**config.mk**
```make
export PLATFORM = sky130hd
export DESIGN_NAME = cc_compute_unit
export DESIGN_NICKNAME = d
export VERILOG_FILES = /design/src/design/cc_pkg.sv /design/src/design/cc_sync_fifo.sv /design/src/design/cc_vertex_control.sv /design/src/design/cc_edge_data_reader.sv /design/src/design/cc_read_cmd_arbiter.sv /design/src/design/cc_min_label_kernel.sv /design/src/design/cc_compute_unit.sv
export SDC_FILE = /design/constraint.sdc
export NUM_CORES = 2
export LEC_CHECK = 0
export BUFFER_PORTS_ARGS = -buffer_cell sky130_fd_sc_hd__buf_2
export CAP_MARGIN = 10
export CORE_MARGIN = 2
export CORE_UTILIZATION = 55
export DETAILED_ROUTE_END_ITERATION = 7
export GPL_ROUTABILITY_DRIVEN = 1
export PLACE_DENSITY_LB_ADDON = 0.12
export SLEW_MARGIN = 0
export SYNTH_ARGS = -nofsm -noshare
export SYNTH_HDL_FRONTEND = slang
export SYNTH_SLANG_ARGS = --single-unit
```
**constraint.sdc**
```tcl
create_clock -name clock -period 7.4 [get_ports clock]
set_clock_uncertainty 0.05 [all_clocks]
set_input_delay 2.22 -clock clock [delete_from_list [all_inputs] [get_ports clock]]
set_output_delay 2.22 -clock clock [all_outputs]
set_load 0.02 [all_outputs]
```
**src/design/cc_pkg.sv**
```systemverilog
`default_nettype none

package cc_pkg;

	////////////////////
	// Widths
	////////////////////

	parameter int VERTEX_W   = 16;
	parameter int ADDR_W     = 16;
	parameter int LABEL_W    = 16;
	parameter int DEGREE_W   = 5;
	parameter int MAX_DEGREE = 16;
	parameter int EDGE_CNT_W = 32;

	////////////////////
	// Array tags
	////////////////////

	// Travels with every read command and read response
	typedef enum logic [0:0] {
		EDGE_ARRAY  = 1'b0,
		LABEL_ARRAY = 1'b1
	} array_tag_t;

	////////////////////
	// Jobs and commands
	////////////////////

	// One vertex job, 53 bits
	typedef struct packed {
		logic [VERTEX_W-1:0] vertex_id;
		logic [ADDR_W-1:0]   edge_start;
		logic [DEGREE_W-1:0] degree;
		logic [LABEL_W-1:0]  label;
	} vertex_job_t;

	// One read command, 17 bits
	typedef struct packed {
		logic [ADDR_W-1:0] addr;
		array_tag_t        tag;
	} read_cmd_t;

endpackage

`default_nettype wire

```
**src/design/cc_sync_fifo.sv**
```systemverilog
`timescale 1ns/1ps
`default_nettype none

module cc_sync_fifo #(
	parameter type entry_t = logic [7:0],
	parameter int  DEPTH   = 8
) (
	input  logic   clock,
	input  logic   rstn,
	input  logic   push,
	input  entry_t data_in,
	input  logic   pop,
	output entry_t data_out,
	output logic   empty,
	output logic   full
);

	localparam int PTR_W = (DEPTH > 1) ? $clog2(DEPTH) : 1;
	localparam int CNT_W = $clog2(DEPTH + 1);

	entry_t           mem [DEPTH];
	logic [PTR_W-1:0] wr_ptr;
	logic [PTR_W-1:0] rd_ptr;
	logic [CNT_W-1:0] count;
	logic             do_push;
	logic             do_pop;

	// Ignore push while full and pop while empty
	assign do_push  = push & ~full;
	assign do_pop   = pop & ~empty;
	assign empty    = (count == '0);
	assign full     = (count == CNT_W'(DEPTH));
	assign data_out = mem[rd_ptr];

	always_ff @(posedge clock or negedge rstn) begin
		if (~rstn) begin
			wr_ptr <= '0;
			rd_ptr <= '0;
			count  <= '0;
		end else begin
			if (do_push) begin
				wr_ptr <= (wr_ptr == PTR_W'(DEPTH - 1)) ? '0 : wr_ptr + 1'b1;
			end
			if (do_pop) begin
				rd_ptr <= (rd_ptr == PTR_W'(DEPTH - 1)) ? '0 : rd_ptr + 1'b1;
			end
			if (do_push && !do_pop) begin
				count <= count + 1'b1;
			end else if (do_pop && !do_push) begin
				count <= count - 1'b1;
			end
		end
	end

	// Storage
	always_ff @(posedge clock) begin
		if (do_push) begin
			mem[wr_ptr] <= data_in;
		end
	end

endmodule

`default_nettype wire

```
**src/design/cc_vertex_control.sv**
```systemverilog
`timescale 1ns/1ps
`default_nettype none

module cc_vertex_control import cc_pkg::*; #(
	parameter int VERTEX_FIFO_DEPTH = 16
) (
	input  logic                clock,
	input  logic                rstn,
	input  logic                vertex_job_valid,
	input  vertex_job_t         vertex_job,
	output logic                vertex_job_request,
	output logic                vertex_start,
	output vertex_job_t         current_job,
	output logic                edge_cmd_valid,
	output read_cmd_t           edge_cmd,
	input  logic                edge_cmd_ready,
	input  logic                vertex_done,
	output logic [VERTEX_W-1:0] vertex_count
);

	vertex_job_t         fifo_job;
	logic                fifo_empty;
	logic                job_pop;
	logic                processing;
	logic [ADDR_W-1:0]   edge_idx;
	logic [DEGREE_W-1:0] edges_left;

	////////////////////
	// Vertex job buffer
	////////////////////

	cc_sync_fifo #(
		.entry_t(vertex_job_t),
		.DEPTH  (VERTEX_FIFO_DEPTH)
	) vertex_job_fifo (
		.clock   (clock),
		.rstn    (rstn),
		.push    (vertex_job_valid),
		.data_in (vertex_job),
		.pop     (job_pop),
		.data_out(fifo_job),
		.empty   (fifo_empty),
		.full    ()
	);

	// Take a new vertex only when idle
	assign job_pop = ~fifo_empty & ~processing;

	always_ff @(posedge clock or negedge rstn) begin
		if (~rstn) begin
			vertex_job_request <= 1'b0;
			processing         <= 1'b0;
			vertex_start       <= 1'b0;
			vertex_count       <= '0;
		end else begin
			// Stop asking while the buffer holds anything
			vertex_job_request <= fifo_empty;
			vertex_start       <= job_pop;
			if (job_pop) begin
				processing <= 1'b1;
			end else if (vertex_done) begin
				processing   <= 1'b0;
				vertex_count <= vertex_count + 1'b1;
			end
		end
	end

	always_ff @(posedge clock) begin
		if (job_pop) begin
			current_job <= fifo_job;
		end
	end

	////////////////////
	// Edge array reads
	////////////////////

	always_ff @(posedge clock or negedge rstn) begin
		if (~rstn) begin
			edge_cmd_valid <= 1'b0;
			edge_idx       <= '0;
			edges_left     <= '0;
		end else if (vertex_start) begin
			edge_idx       <= current_job.edge_start;
			edges_left     <= current_job.degree;
			edge_cmd_valid <= (current_job.degree != '0);
		end else if (edge_cmd_valid && edge_cmd_ready) begin
			edge_idx   <= edge_idx + 1'b1;
			edges_left <= edges_left - 1'b1;
			// Last edge of this vertex accepted
			if (edges_left == DEGREE_W'(1)) begin
				edge_cmd_valid <= 1'b0;
			end
		end
	end

	assign edge_cmd.addr = edge_idx;
	assign edge_cmd.tag  = EDGE_ARRAY;

endmodule

`default_nettype wire

```
**src/design/cc_edge_data_reader.sv**
```systemverilog
`timescale 1ns/1ps
`default_nettype none

module cc_edge_data_reader import cc_pkg::*; #(
	parameter int LABEL_CMD_DEPTH = 16
) (
	input  logic              clock,
	input  logic              rstn,
	input  logic              read_resp_valid,
	input  array_tag_t        read_resp_tag,
	input  logic [ADDR_W-1:0] read_resp_data,
	output logic              label_cmd_valid,
	output read_cmd_t         label_cmd,
	input  logic              label_cmd_ready
);

	read_cmd_t new_cmd;
	logic      edge_resp;
	logic      buf_empty;

	// Only edge array responses belong here
	assign edge_resp = read_resp_valid & (read_resp_tag == EDGE_ARRAY);

	// Neighbor id becomes the label array index
	assign new_cmd.addr = read_resp_data;
	assign new_cmd.tag  = LABEL_ARRAY;

	cc_sync_fifo #(
		.entry_t(read_cmd_t),
		.DEPTH  (LABEL_CMD_DEPTH)
	) label_cmd_fifo (
		.clock   (clock),
		.rstn    (rstn),
		.push    (edge_resp),
		.data_in (new_cmd),
		.pop     (label_cmd_valid & label_cmd_ready),
		.data_out(label_cmd),
		.empty   (buf_empty),
		.full    ()
	);

	// Offer whenever a command is buffered
	assign label_cmd_valid = ~buf_empty;

endmodule

`default_nettype wire

```
**src/design/cc_read_cmd_arbiter.sv**
```systemverilog
`timescale 1ns/1ps
`default_nettype none

module cc_read_cmd_arbiter import cc_pkg::*; #(
	parameter int CMD_FIFO_DEPTH = 8
) (
	input  logic              clock,
	input  logic              rstn,
	input  logic              edge_cmd_valid,
	input  read_cmd_t         edge_cmd,
	output logic              edge_cmd_ready,
	input  logic              label_cmd_valid,
	input  read_cmd_t         label_cmd,
	output logic              label_cmd_ready,
	output logic              read_cmd_bus_request,
	input  logic              read_cmd_bus_grant,
	output logic              read_cmd_valid,
	output logic [ADDR_W-1:0] read_cmd_addr,
	output array_tag_t        read_cmd_tag
);

	logic      last_was_edge;
	logic      pick_label;
	logic      cmd_push;
	logic      cmd_pop;
	read_cmd_t winner;
	read_cmd_t head;
	logic      cmd_empty;
	logic      cmd_full;

	////////////////////
	// Round robin
	////////////////////

	// Label side wins alone, or on a tie after an edge win
	assign pick_label      = label_cmd_valid & (~edge_cmd_valid | last_was_edge);
	assign edge_cmd_ready  = ~cmd_full & ~pick_label;
	assign label_cmd_ready = ~cmd_full & pick_label;
	assign cmd_push        = ~cmd_full & (edge_cmd_valid | label_cmd_valid);
	assign winner          = pick_label ? label_cmd : edge_cmd;

	always_ff @(posedge clock or negedge rstn) begin
		if (~rstn) begin
			last_was_edge <= 1'b0;
		end else if (cmd_push) begin
			last_was_edge <= ~pick_label;
		end
	end

	cc_sync_fifo #(
		.entry_t(read_cmd_t),
		.DEPTH  (CMD_FIFO_DEPTH)
	) burst_cmd_fifo (
		.clock   (clock),
		.rstn    (rstn),
		.push    (cmd_push),
		.data_in (winner),
		.pop     (cmd_pop),
		.data_out(head),
		.empty   (cmd_empty),
		.full    (cmd_full)
	);

	////////////////////
	// Bus side
	////////////////////

	// A grant with nothing buffered is dropped
	assign cmd_pop = read_cmd_bus_grant & ~cmd_empty;

	always_ff @(posedge clock or negedge rstn) begin
		if (~rstn) begin
			read_cmd_bus_request <= 1'b0;
			read_cmd_valid       <= 1'b0;
		end else begin
			read_cmd_bus_request <= ~cmd_empty;
			read_cmd_valid       <= cmd_pop;
		end
	end

	always_ff @(posedge clock) begin
		if (cmd_pop) begin
			read_cmd_addr <= head.addr;
			read_cmd_tag  <= head.tag;
		end
	end

endmodule

`default_nettype wire

```
**src/design/cc_min_label_kernel.sv**
```systemverilog
`timescale 1ns/1ps
`default_nettype none

module cc_min_label_kernel import cc_pkg::*; (
	input  logic                  clock,
	input  logic                  rstn,
	input  logic                  vertex_start,
	input  vertex_job_t           current_job,
	input  logic                  read_resp_valid,
	input  array_tag_t            read_resp_tag,
	input  logic [LABEL_W-1:0]    read_resp_data,
	output logic                  label_write_valid,
	output logic [VERTEX_W-1:0]   label_write_vertex,
	output logic [LABEL_W-1:0]    label_write_label,
	output logic                  vertex_done,
	output logic [EDGE_CNT_W-1:0] edge_count
);

	logic                active;
	logic                label_hit;
	logic                finish;
	logic [DEGREE_W-1:0] degree_q;
	logic [DEGREE_W-1:0] resp_count;
	logic [VERTEX_W-1:0] vertex_q;
	logic [LABEL_W-1:0]  min_label;

	assign label_hit = active & read_resp_valid & (read_resp_tag == LABEL_ARRAY);

	// All neighbor labels seen, covers degree zero as well
	assign finish = active & (resp_count == degree_q);

	always_ff @(posedge clock or negedge rstn) begin
		if (~rstn) begin
			active     <= 1'b0;
			resp_count <= '0;
			edge_count <= '0;
		end else begin
			if (vertex_start) begin
				active     <= 1'b1;
				resp_count <= '0;
			end else if (finish) begin
				active <= 1'b0;
			end else if (label_hit) begin
				resp_count <= resp_count + 1'b1;
			end
			if (label_hit) begin
				edge_count <= edge_count + 1'b1;
			end
		end
	end

	// Running minimum starts at the own label
	always_ff @(posedge clock) begin
		if (vertex_start) begin
			degree_q  <= current_job.degree;
			vertex_q  <= current_job.vertex_id;
			min_label <= current_job.label;
		end else if (label_hit && (read_resp_data < min_label)) begin
			min_label <= read_resp_data;
		end
	end

	assign label_write_valid  = finish;
	assign label_write_vertex = vertex_q;
	assign label_write_label  = min_label;
	assign vertex_done        = finish;

endmodule

`default_nettype wire

```
**src/design/cc_compute_unit.sv**
```systemverilog
`timescale 1ns/1ps
`default_nettype none

module cc_compute_unit import cc_pkg::*; #(
	parameter int VERTEX_FIFO_DEPTH = 16,
	parameter int CMD_FIFO_DEPTH    = 8,
	parameter int LABEL_CMD_DEPTH   = MAX_DEGREE
) (
	input  logic                  clock,
	input  logic                  rstn,
	// Vertex jobs from the scheduler
	input  logic                  vertex_job_valid,
	input  vertex_job_t           vertex_job,
	output logic                  vertex_job_request,
	// Read command bus
	output logic                  read_cmd_bus_request,
	input  logic                  read_cmd_bus_grant,
	output logic                  read_cmd_valid,
	output logic [ADDR_W-1:0]     read_cmd_addr,
	output array_tag_t            read_cmd_tag,
	// Read responses
	input  logic                  read_resp_valid,
	input  array_tag_t            read_resp_tag,
	input  logic [LABEL_W-1:0]    read_resp_data,
	// Label writes
	output logic                  label_write_valid,
	output logic [VERTEX_W-1:0]   label_write_vertex,
	output logic [LABEL_W-1:0]    label_write_label,
	// Status
	output logic [VERTEX_W-1:0]   vertex_count,
	output logic [EDGE_CNT_W-1:0] edge_count
);

	logic        vertex_start;
	vertex_job_t current_job;
	logic        vertex_done;
	logic        edge_cmd_valid;
	read_cmd_t   edge_cmd;
	logic        edge_cmd_ready;
	logic        label_cmd_valid;
	read_cmd_t   label_cmd;
	logic        label_cmd_ready;

	////////////////////
	// Control
	////////////////////

	cc_vertex_control #(
		.VERTEX_FIFO_DEPTH(VERTEX_FIFO_DEPTH)
	) vertex_control (
		.clock             (clock),
		.rstn              (rstn),
		.vertex_job_valid  (vertex_job_valid),
		.vertex_job        (vertex_job),
		.vertex_job_request(vertex_job_request),
		.vertex_start      (vertex_start),
		.current_job       (current_job),
		.edge_cmd_valid    (edge_cmd_valid),
		.edge_cmd          (edge_cmd),
		.edge_cmd_ready    (edge_cmd_ready),
		.vertex_done       (vertex_done),
		.vertex_count      (vertex_count)
	);

	////////////////////
	// Datapath
	////////////////////

	cc_edge_data_reader #(
		.LABEL_CMD_DEPTH(LABEL_CMD_DEPTH)
	) edge_data_reader (
		.clock          (clock),
		.rstn           (rstn),
		.read_resp_valid(read_resp_valid),
		.read_resp_tag  (read_resp_tag),
		.read_resp_data (read_resp_data),
		.label_cmd_valid(label_cmd_valid),
		.label_cmd      (label_cmd),
		.label_cmd_ready(label_cmd_ready)
	);

	// Both command sources share one bus request
	cc_read_cmd_arbiter #(
		.CMD_FIFO_DEPTH(CMD_FIFO_DEPTH)
	) read_cmd_arbiter (
		.clock               (clock),
		.rstn                (rstn),
		.edge_cmd_valid      (edge_cmd_valid),
		.edge_cmd            (edge_cmd),
		.edge_cmd_ready      (edge_cmd_ready),
		.label_cmd_valid     (label_cmd_valid),
		.label_cmd           (label_cmd),
		.label_cmd_ready     (label_cmd_ready),
		.read_cmd_bus_request(read_cmd_bus_request),
		.read_cmd_bus_grant  (read_cmd_bus_grant),
		.read_cmd_valid      (read_cmd_valid),
		.read_cmd_addr       (read_cmd_addr),
		.read_cmd_tag        (read_cmd_tag)
	);

	cc_min_label_kernel min_label_kernel (
		.clock             (clock),
		.rstn              (rstn),
		.vertex_start      (vertex_start),
		.current_job       (current_job),
		.read_resp_valid   (read_resp_valid),
		.read_resp_tag     (read_resp_tag),
		.read_resp_data    (read_resp_data),
		.label_write_valid (label_write_valid),
		.label_write_vertex(label_write_vertex),
		.label_write_label (label_write_label),
		.vertex_done       (vertex_done),
		.edge_count        (edge_count)
	);

endmodule

`default_nettype wire

```
# [Yosys cells after proc, flatten, opt, wreduce, memory -nomap -nowiden]
# Memory sizes are Yosys's and may differ from the RTL's. A register that Yosys moved wholly into a read port is not among the register bits.
# Cells that the tools add are included.
[totals] regBits=155 ramBits=1240 in_bits=75 out_inout_bits=101 elab_cells=152 memories=3
[memory_table] name="vertex_control.vertex_job_fifo.mem" depth=16 width=53 rd=1 rd_clocked_by_memory_dff=1 write_ports=1 line_no="cc_sync_fifo.sv:21" text="entry_t mem [DEPTH];"
[memory_table] name="edge_data_reader.label_cmd_fifo.mem" depth=16 width=16 rd=1 rd_clocked_by_memory_dff=0 write_ports=1 line_no="cc_sync_fifo.sv:21"
[memory_table] name="read_cmd_arbiter.burst_cmd_fifo.mem" depth=8 width=17 rd=1 rd_clocked_by_memory_dff=1 write_ports=1 line_no="cc_sync_fifo.sv:21"
[classes] add_sub_neg=17 n_lt_le_gt_ge=1 eq_ne=12 n_mux=34 bitwise_logic=30 n_reduce_logical=30
[ops] cell="2-to-1 mux 16 bit" count=4
[ops] cell="2-to-1 mux 5 bit" count=9
[ops] cell="adder 16 x 1 -> 16 bit, second input constant" count=2
[ops] cell="adder 32 x 1 -> 32 bit, second input constant" count=1
[ops] cell="2-to-1 mux 4 bit" count=6
[ops] cell="adder 4 x 1 -> 4 bit, second input constant" count=5
[ops] cell="== test 4 bit, second input constant" count=5
[ops] cell="nonzero test 2 bit" count=9
[ops] cell="bitwise AND 1 bit" count=17
[ops] cell="2-to-1 mux 17 bit" count=1
[ops] cell="< comparator 16 bit" count=1
[ops] cell="adder 5 x 1 -> 5 bit, second input constant" count=3
[ops] cell="subtractor 5 x 1 -> 5 bit, second input constant" count=3
[ops] cell="2-to-1 mux 1 bit" count=12
[ops] cell="NOT 1 bit" count=11
[ops] cell="== test 5 bit, second input constant" count=2
[ops] cell="logical NOT 5 bit" count=2
[ops] cell="logical AND 1 bit" count=8
[ops] cell="adder 3 x 1 -> 3 bit, second input constant" count=2
[ops] cell="== test 3 bit, second input constant" count=2
[ops] cell="logical NOT 1 bit" count=6
[ops] cell="2-to-1 mux 3 bit" count=2
[ops] cell="AND reduction 2 bit" count=3
[ops] cell="== test 5 x 1 -> 1 bit, second input constant" count=1
[ops] cell="6 further kinds" count=7

# [Longest topological paths before layout]
[logic_depth] depth_word=9 mapped_depth=12 mapped_depth_nobuf=12

# [By module]
# A second synthesis with hierarchy kept.
[unflattened] hier_cells=2992 hier_area_um2=59358.2
[modules_own_cells] module="cc_sync_fifo at vertex_control.vertex_job_fifo" instances=1 cells_each=1568 area_each_um2=33827.4 seq_area_each_um2=25789.7
[modules_own_cells] module="cc_sync_fifo at edge_data_reader.label_cmd_fifo" instances=1 cells_each=576 area_each_um2=11392.2 seq_area_each_um2=8493.1
[modules_own_cells] module="cc_sync_fifo at read_cmd_arbiter.burst_cmd_fifo" instances=1 cells_each=261 area_each_um2=5959.5 seq_area_each_um2=4334.2
[modules_own_cells] module="cc_vertex_control" instances=1 cells_each=256 area_each_um2=3653.5 seq_area_each_um2=2617.5
[modules_own_cells] module="cc_min_label_kernel" instances=1 cells_each=278 area_each_um2=3593.4 seq_area_each_um2=2062.0
[modules_own_cells] module="cc_read_cmd_arbiter" instances=1 cells_each=49 area_each_um2=904.6 seq_area_each_um2=585.6
[modules_own_cells] module="cc_edge_data_reader" instances=1 cells_each=4 area_each_um2=27.5 seq_area_each_um2=0.0

# [Least setup slack after synthesis]
# No wires, ideal clock.
[synth_timing] kind="input -> register" start="input port vertex_job_valid" end="memory vertex_control.vertex_job_fifo.mem[0][0] (netlist bit) (enable)" setup_ns=0.529 arrival_time_ns=6.476 required_ns=6.821 slack_ns=0.345 cell_stages=4 n_path_buf=1 path_cell_list="a21boi_0 -> clkbuf_1 -> nand2_1 -> nor3_1"
[synth_between] elab_chain_cells=3
[synth_rtl] element="start: declaration" line_no="cc_compute_unit.sv:12" text="input logic vertex_job_valid,"
[synth_rtl] element="bitwise AND 1 bit" line_no="cc_sync_fifo.sv:29" text="assign do_push = push & ~full;"
[synth_rtl] element="named net vertex_control.vertex_job_fifo.do_push" line_no="cc_sync_fifo.sv:25" text="logic do_push;"
[synth_rtl] element="2-to-1 mux 1 bit" line_no="cc_sync_fifo.sv:57" text="if (do_push) begin"
[synth_rtl] element="2-to-1 mux 1 bit (implied by the code)" line_no="cc_sync_fifo.sv:58" text="mem[wr_ptr] <= data_in;"
[synth_rtl] element="end: declaration" line_no="cc_sync_fifo.sv:21"
# The timed path passes the listed nets, and every way through them passes these cells.

# [Worst setup path after layout]
[layout_timing] start="register min_label_kernel.resp_count[0]" end="output port label_write_valid"
[layout_between] elab_chain_cells=2
[layout_rtl] element="start: declaration" line_no="cc_min_label_kernel.sv:23" text="logic [DEGREE_W-1:0] resp_count;"
[layout_rtl] element="start signal: assignment" line_no="cc_min_label_kernel.sv:44" text="resp_count <= resp_count + 1'b1;"
[layout_rtl] element="== test 5 bit" line_no="cc_min_label_kernel.sv:30" text="assign finish = active & (resp_count == degree_q);"
[layout_rtl] element="bitwise AND 1 bit" line_no="cc_min_label_kernel.sv:30"
[layout_rtl] element="end: declaration" line_no="cc_compute_unit.sv:26" text="output logic label_write_valid,"
# No other way between the ends.

==> reports/qor.txt <==
FINISH
--------------------------------------------------------------------------------------
Area growth from synthesis to layout ....................................       13.04%
Commonest cells after routing, fill and taps aside ...................... sky130_fd_sc_hd__edfxtp_1, sky130_fd_sc_hd__mux4_2, sky130_fd_sc_hd__buf_2
Fraction of final layout cells sized beyond drive strength 1 ............       0.2370
Number of nets in the layout ............................................         3362
Fin area ................................................................   64730 um^2
Leading cell type in the layout, fill and taps excluded ................. sky130_fd_sc_hd__edfxtp_1
Layout filler cell count ................................................         7137

LOGIC SYNTHESIS
--------------------------------------------------------------------------------------
Top FF cell, synth ...................................................... sky130_fd_sc_hd__edfxtp_1
Mapped Nets .............................................................         3132
Sequential fraction of the synthesis area ...............................       0.7579
Count of different cell masters after synthesis .........................           59
Post-Synthesis Mean Instance Area .......................................   19.04 um^2
Top post-synthesis cells by area ........................................ sky130_fd_sc_hd__edfxtp_1, sky130_fd_sc_hd__mux4_2, sky130_fd_sc_hd__dfrtp_1
Fraction of registers with async set/reset ..............................      0.08055
Synth warn ..............................................................            0
Area fraction of the dominant cell type after synthesis .................       0.7064
Cell type with the highest aggregate area in the netlist ................ sky130_fd_sc_hd__edfxtp_1
Cell count after synthesis ..............................................         3007
Post-synth EDFFs ........................................................         1347
Netlist area before placement ...........................................   57260 um^2
Post-synthesis register bit count .......................................         1465

FLOORPLANNING
--------------------------------------------------------------------------------------
Std-Cell Core Area ......................................................  103300 um^2
Num rows ................................................................          118
Die footprint ...........................................................  106700 um^2
Die outline width .......................................................     326.7 um
Ports ...................................................................          176
Chip Height .............................................................     326.7 um
Initial Util ............................................................       0.5541

PLACE
--------------------------------------------------------------------------------------
Weighted congestion reported at the end of routability-driven placement .       0.8273
Instance area after placement ...........................................   59870 um^2
HPWL after detailed placement ...........................................     72320 um
Port Buffers ............................................................          175

ROUTE
--------------------------------------------------------------------------------------
Top metal layer carrying routed signals .................................         met5
Violation count after the first detailed-routing iteration ..............         2424
Met2 WL post-DR .........................................................     63860 um
Via count ...............................................................        28560
First-pass detailed-route iteration total ...............................            5
Average wire per standard cell ..........................................     26.23 um
Final routed wirelength across all metal layers .........................    124500 um
Drt drc .................................................................            0
Number of antenna-violating nets in the routed design ...................            0
Drt via density .........................................................        6.020
Wire length on met3 .....................................................      6476 um
Wl on met1 ..............................................................     50530 um

STA
--------------------------------------------------------------------------------------
Worst max-slew margin expressed relative to the limit ...................       0.2464
Max Clock Freq ..........................................................    220.4 MHz
Unrepaired setup endpoints after global routing .........................        false
Summed negative setup slack over all endpoints ..........................         0 ns
WHS .....................................................................    0.3708 ns
Ratio of final minimum period to clock period ...........................       0.6133
Final Max Tran Viols ....................................................            0
Worst Tran Pin Value ....................................................     1.127 ns
Number of hold-slack violations in the final timing report ..............            0
Final setup violation count .............................................            0
Final period demand of the worst path ...................................     4.538 ns

POWER AND IR DROP
--------------------------------------------------------------------------------------
NetSw ...................................................................   0.007274 W
Maximum resistive drop on vdd ...........................................    0.2763 mV
Sequential power share ..................................................        0.456
Comb power frac .........................................................        0.245
Leakage power of the design .............................................     22.11 nW
Power density of the placed cells ....................................... 380.5 nW/um^2
Switch share ............................................................       0.2954
Share of total power in the clock network ...............................        0.299
Internal ................................................................    0.01735 W

OUTCOME
--------------------------------------------------------------------------------------
Result of the run ....................................................... complete, no violations

WORST SETUP PATH
--------------------------------------------------------------------------------------
Cell breakdown of the critical path ..................................... xor2_1, nor3_2, and3_1, buf_2
Max stage delay on crit path ............................................      0.48 ns
Startpoint types ........................................................    flip-flop
Worst path buffer plus inverter count ...................................            1
Crit path DAT ...........................................................      2.27 ns
Endpoint kind of the worst setup timing path ............................ primary output
Critical-path top delay cell ............................................ sky130_fd_sc_hd__nor3_2
Worst path required time ................................................      5.13 ns
Dominant delay contributor by cell family on the critical path .......... simple AND/OR/NAND/NOR gates
Critical path peak fanout ...............................................            9
Classification of the worst setup path ..................................   reg -> out

CTS
--------------------------------------------------------------------------------------
Quantity of hold-fixing buffers added after cts .........................            0
Total clock buffers created by CTS ......................................          148
Max H-tree Level ........................................................            4
Post-CTS sizing .........................................................            0
Clock transition at the registers of the reported paths .................      0.06 ns
Num Clock Sinks .........................................................         1465
Clock tree from TritonCTS ...............................................         done
Bufs on Longest Clock Path ..............................................            3
Post-CTS Setup Inserts ..................................................            0
Clock latency of the later-clocked register in the worst-skew pair ......      0.74 ns
Clk root buf ............................................................ sky130_fd_sc_hd__clkbuf_16

GRT
--------------------------------------------------------------------------------------
Global-route wire length before repair ..................................    186400 um
Antenna violations before repair ........................................           12
Maximum number of pins on one net before global-route repair ............          114
Leftover overflow at the end of global routing ..........................            0
Via count of the first global-routing pass ..............................        29770
Total global routing track utilization ..................................       0.2348

MIN PATH
--------------------------------------------------------------------------------------
Classification of the worst-slack hold path .............................   reg -> reg

JOB
--------------------------------------------------------------------------------------
Max-Cap Viols ...........................................................            0

## cells in the mapped netlist (42+ instances only)
cell	count
sky130_fd_sc_hd__edfxtp_1	1347
sky130_fd_sc_hd__mux4_2	204
sky130_fd_sc_hd__mux2i_1	162
sky130_fd_sc_hd__o21ai_0	143
sky130_fd_sc_hd__nand2_1	139
sky130_fd_sc_hd__dfrtp_1	118
sky130_fd_sc_hd__mux2_2	109
sky130_fd_sc_hd__clkbuf_1	90
sky130_fd_sc_hd__a21oi_1	89
sky130_fd_sc_hd__xnor2_1	61
sky130_fd_sc_hd__a221oi_1	54
sky130_fd_sc_hd__a22oi_1	53
sky130_fd_sc_hd__ha_1	47
sky130_fd_sc_hd__buf_2	44
sky130_fd_sc_hd__nor2_1	42
## worst paths after layout
check | cells past startpoint | endpoint | from | slack [ns]
worst min-delay path | 0 | min_label_kernel.label_write_vertex[2] | vertex_control.current_job[39] | 0.37
max in group asynchronous | 2 | vertex_control.vertex_start | rstn | 4.54
worst max-delay path | 4 | label_write_valid | min_label_kernel.resp_count[0] | 2.86
worst min register to register | 0 | min_label_kernel.label_write_vertex[2] | vertex_control.current_job[39] | 0.37
min in group asynchronous | 1 | min_label_kernel.edge_count[31] | rstn | 1.40
worst max register to register | 6 | vertex_control.current_job[31] | vertex_control.vertex_job_fifo.rd_ptr[2] | 3.62
## power groups by stage
stage | logic, W | clock network [W] | registers, W
2_1_floorplan | 0.00425 | 0 | 0.0112
3_3_place_gp | 0.00598 | 0 | 0.0113
3_5_place_dp | 0.00611 | 0 | 0.0114
4_1_cts | 0.00613 | 0.00750 | 0.0112
5_1_grt | 0.00651 | 0.00781 | 0.0113
6_report | 0.00604 | 0.00735 | 0.0112
## logic make-up (layout without fill, tap and decap cells)
family	Yosys count	count (layout)	share of synthesized area
DFF	1465	1465	0.7579
muxes	475	475	0.1300
AOI/OAI and AO/OA	402	402	0.04339
and+or+nand+nor	345	345	0.03068
buffers and inverters	179	530	0.01276
xor gates and xnor gates	91	91	0.01392
adders and majority gates	50	50	0.01132
other	0	6	0
## through the flow
step | utilization | setup slack (ns) | instances | total power [W]
global placement | 0.5793 | 2.422 | 4466 | 0.01731
floorplan | - | 0.3452 | 3007 | 0.01542
detailed placement | 0.5793 | 2.417 | 4466 | 0.01752
CTS | 0.6260 | 2.826 | 4737 | 0.02488
finish | 0.6263 | 2.862 | 4744 | 0.02463
global route | 0.6263 | 2.766 | 4743 | 0.02567
## flip-flops by register name, indices dropped and copies added, names as in the netlist, 5 cells and up
register and flops:
read_cmd_arbiter.burst_cmd_fifo.mem 136, vertex_control.edge_idx 16, vertex_control.vertex_job_fifo.count 5, min_label_kernel.resp_count 5
vertex_control.vertex_job_fifo.mem 848, vertex_control.vertex_count 16, vertex_control.current_job 53, vertex_control.edges_left 5
read_cmd_arbiter.read_cmd_addr 16, edge_data_reader.label_cmd_fifo.mem 256, min_label_kernel.degree_q 5, min_label_kernel.edge_count 32
min_label_kernel.label_write_label 16, edge_data_reader.label_cmd_fifo.count 5, min_label_kernel.label_write_vertex 16
## layer usage
| layer | up-vias | track usage |
|---|---|---|
| met2 | 826 | 0.3990 |
| met3 | 202 | 0.03801 |
| li1 | 12610 | - |
| met1 | 14920 | 0.3097 |
| met5 | - | 0 |
| met4 | 8 | 0.08337 |
## area by class of cell
type | instances | area, um^2 | area share
flip-flops and latches | 1465 | 43420 | 0.6709
multi-input cells | 1363 | 13320 | 0.2057
clock buffers | 177 | 3940 | 0.06087
well taps | 1380 | 1727 | 0.02668
repair buffers | 223 | 1292 | 0.01997
clock inverters | 94 | 877.1 | 0.01355
inverters | 36 | 135.1 | 0.002088
diodes | 6 | 15.01 | 0.0002320
## worst reg2reg max path, cell delays in order (launching register included)
cell,delay [ns]
sky130_fd_sc_hd__dfrtp_2,0.79
sky130_fd_sc_hd__buf_4,0.65
sky130_fd_sc_hd__and2_2,0.66
sky130_fd_sc_hd__buf_4,0.64
sky130_fd_sc_hd__a221oi_1,0.23
sky130_fd_sc_hd__o21ai_0,0.25
sky130_fd_sc_hd__nand2_1,0.21
Note: power is estimated with default switching activity, not from simulation.
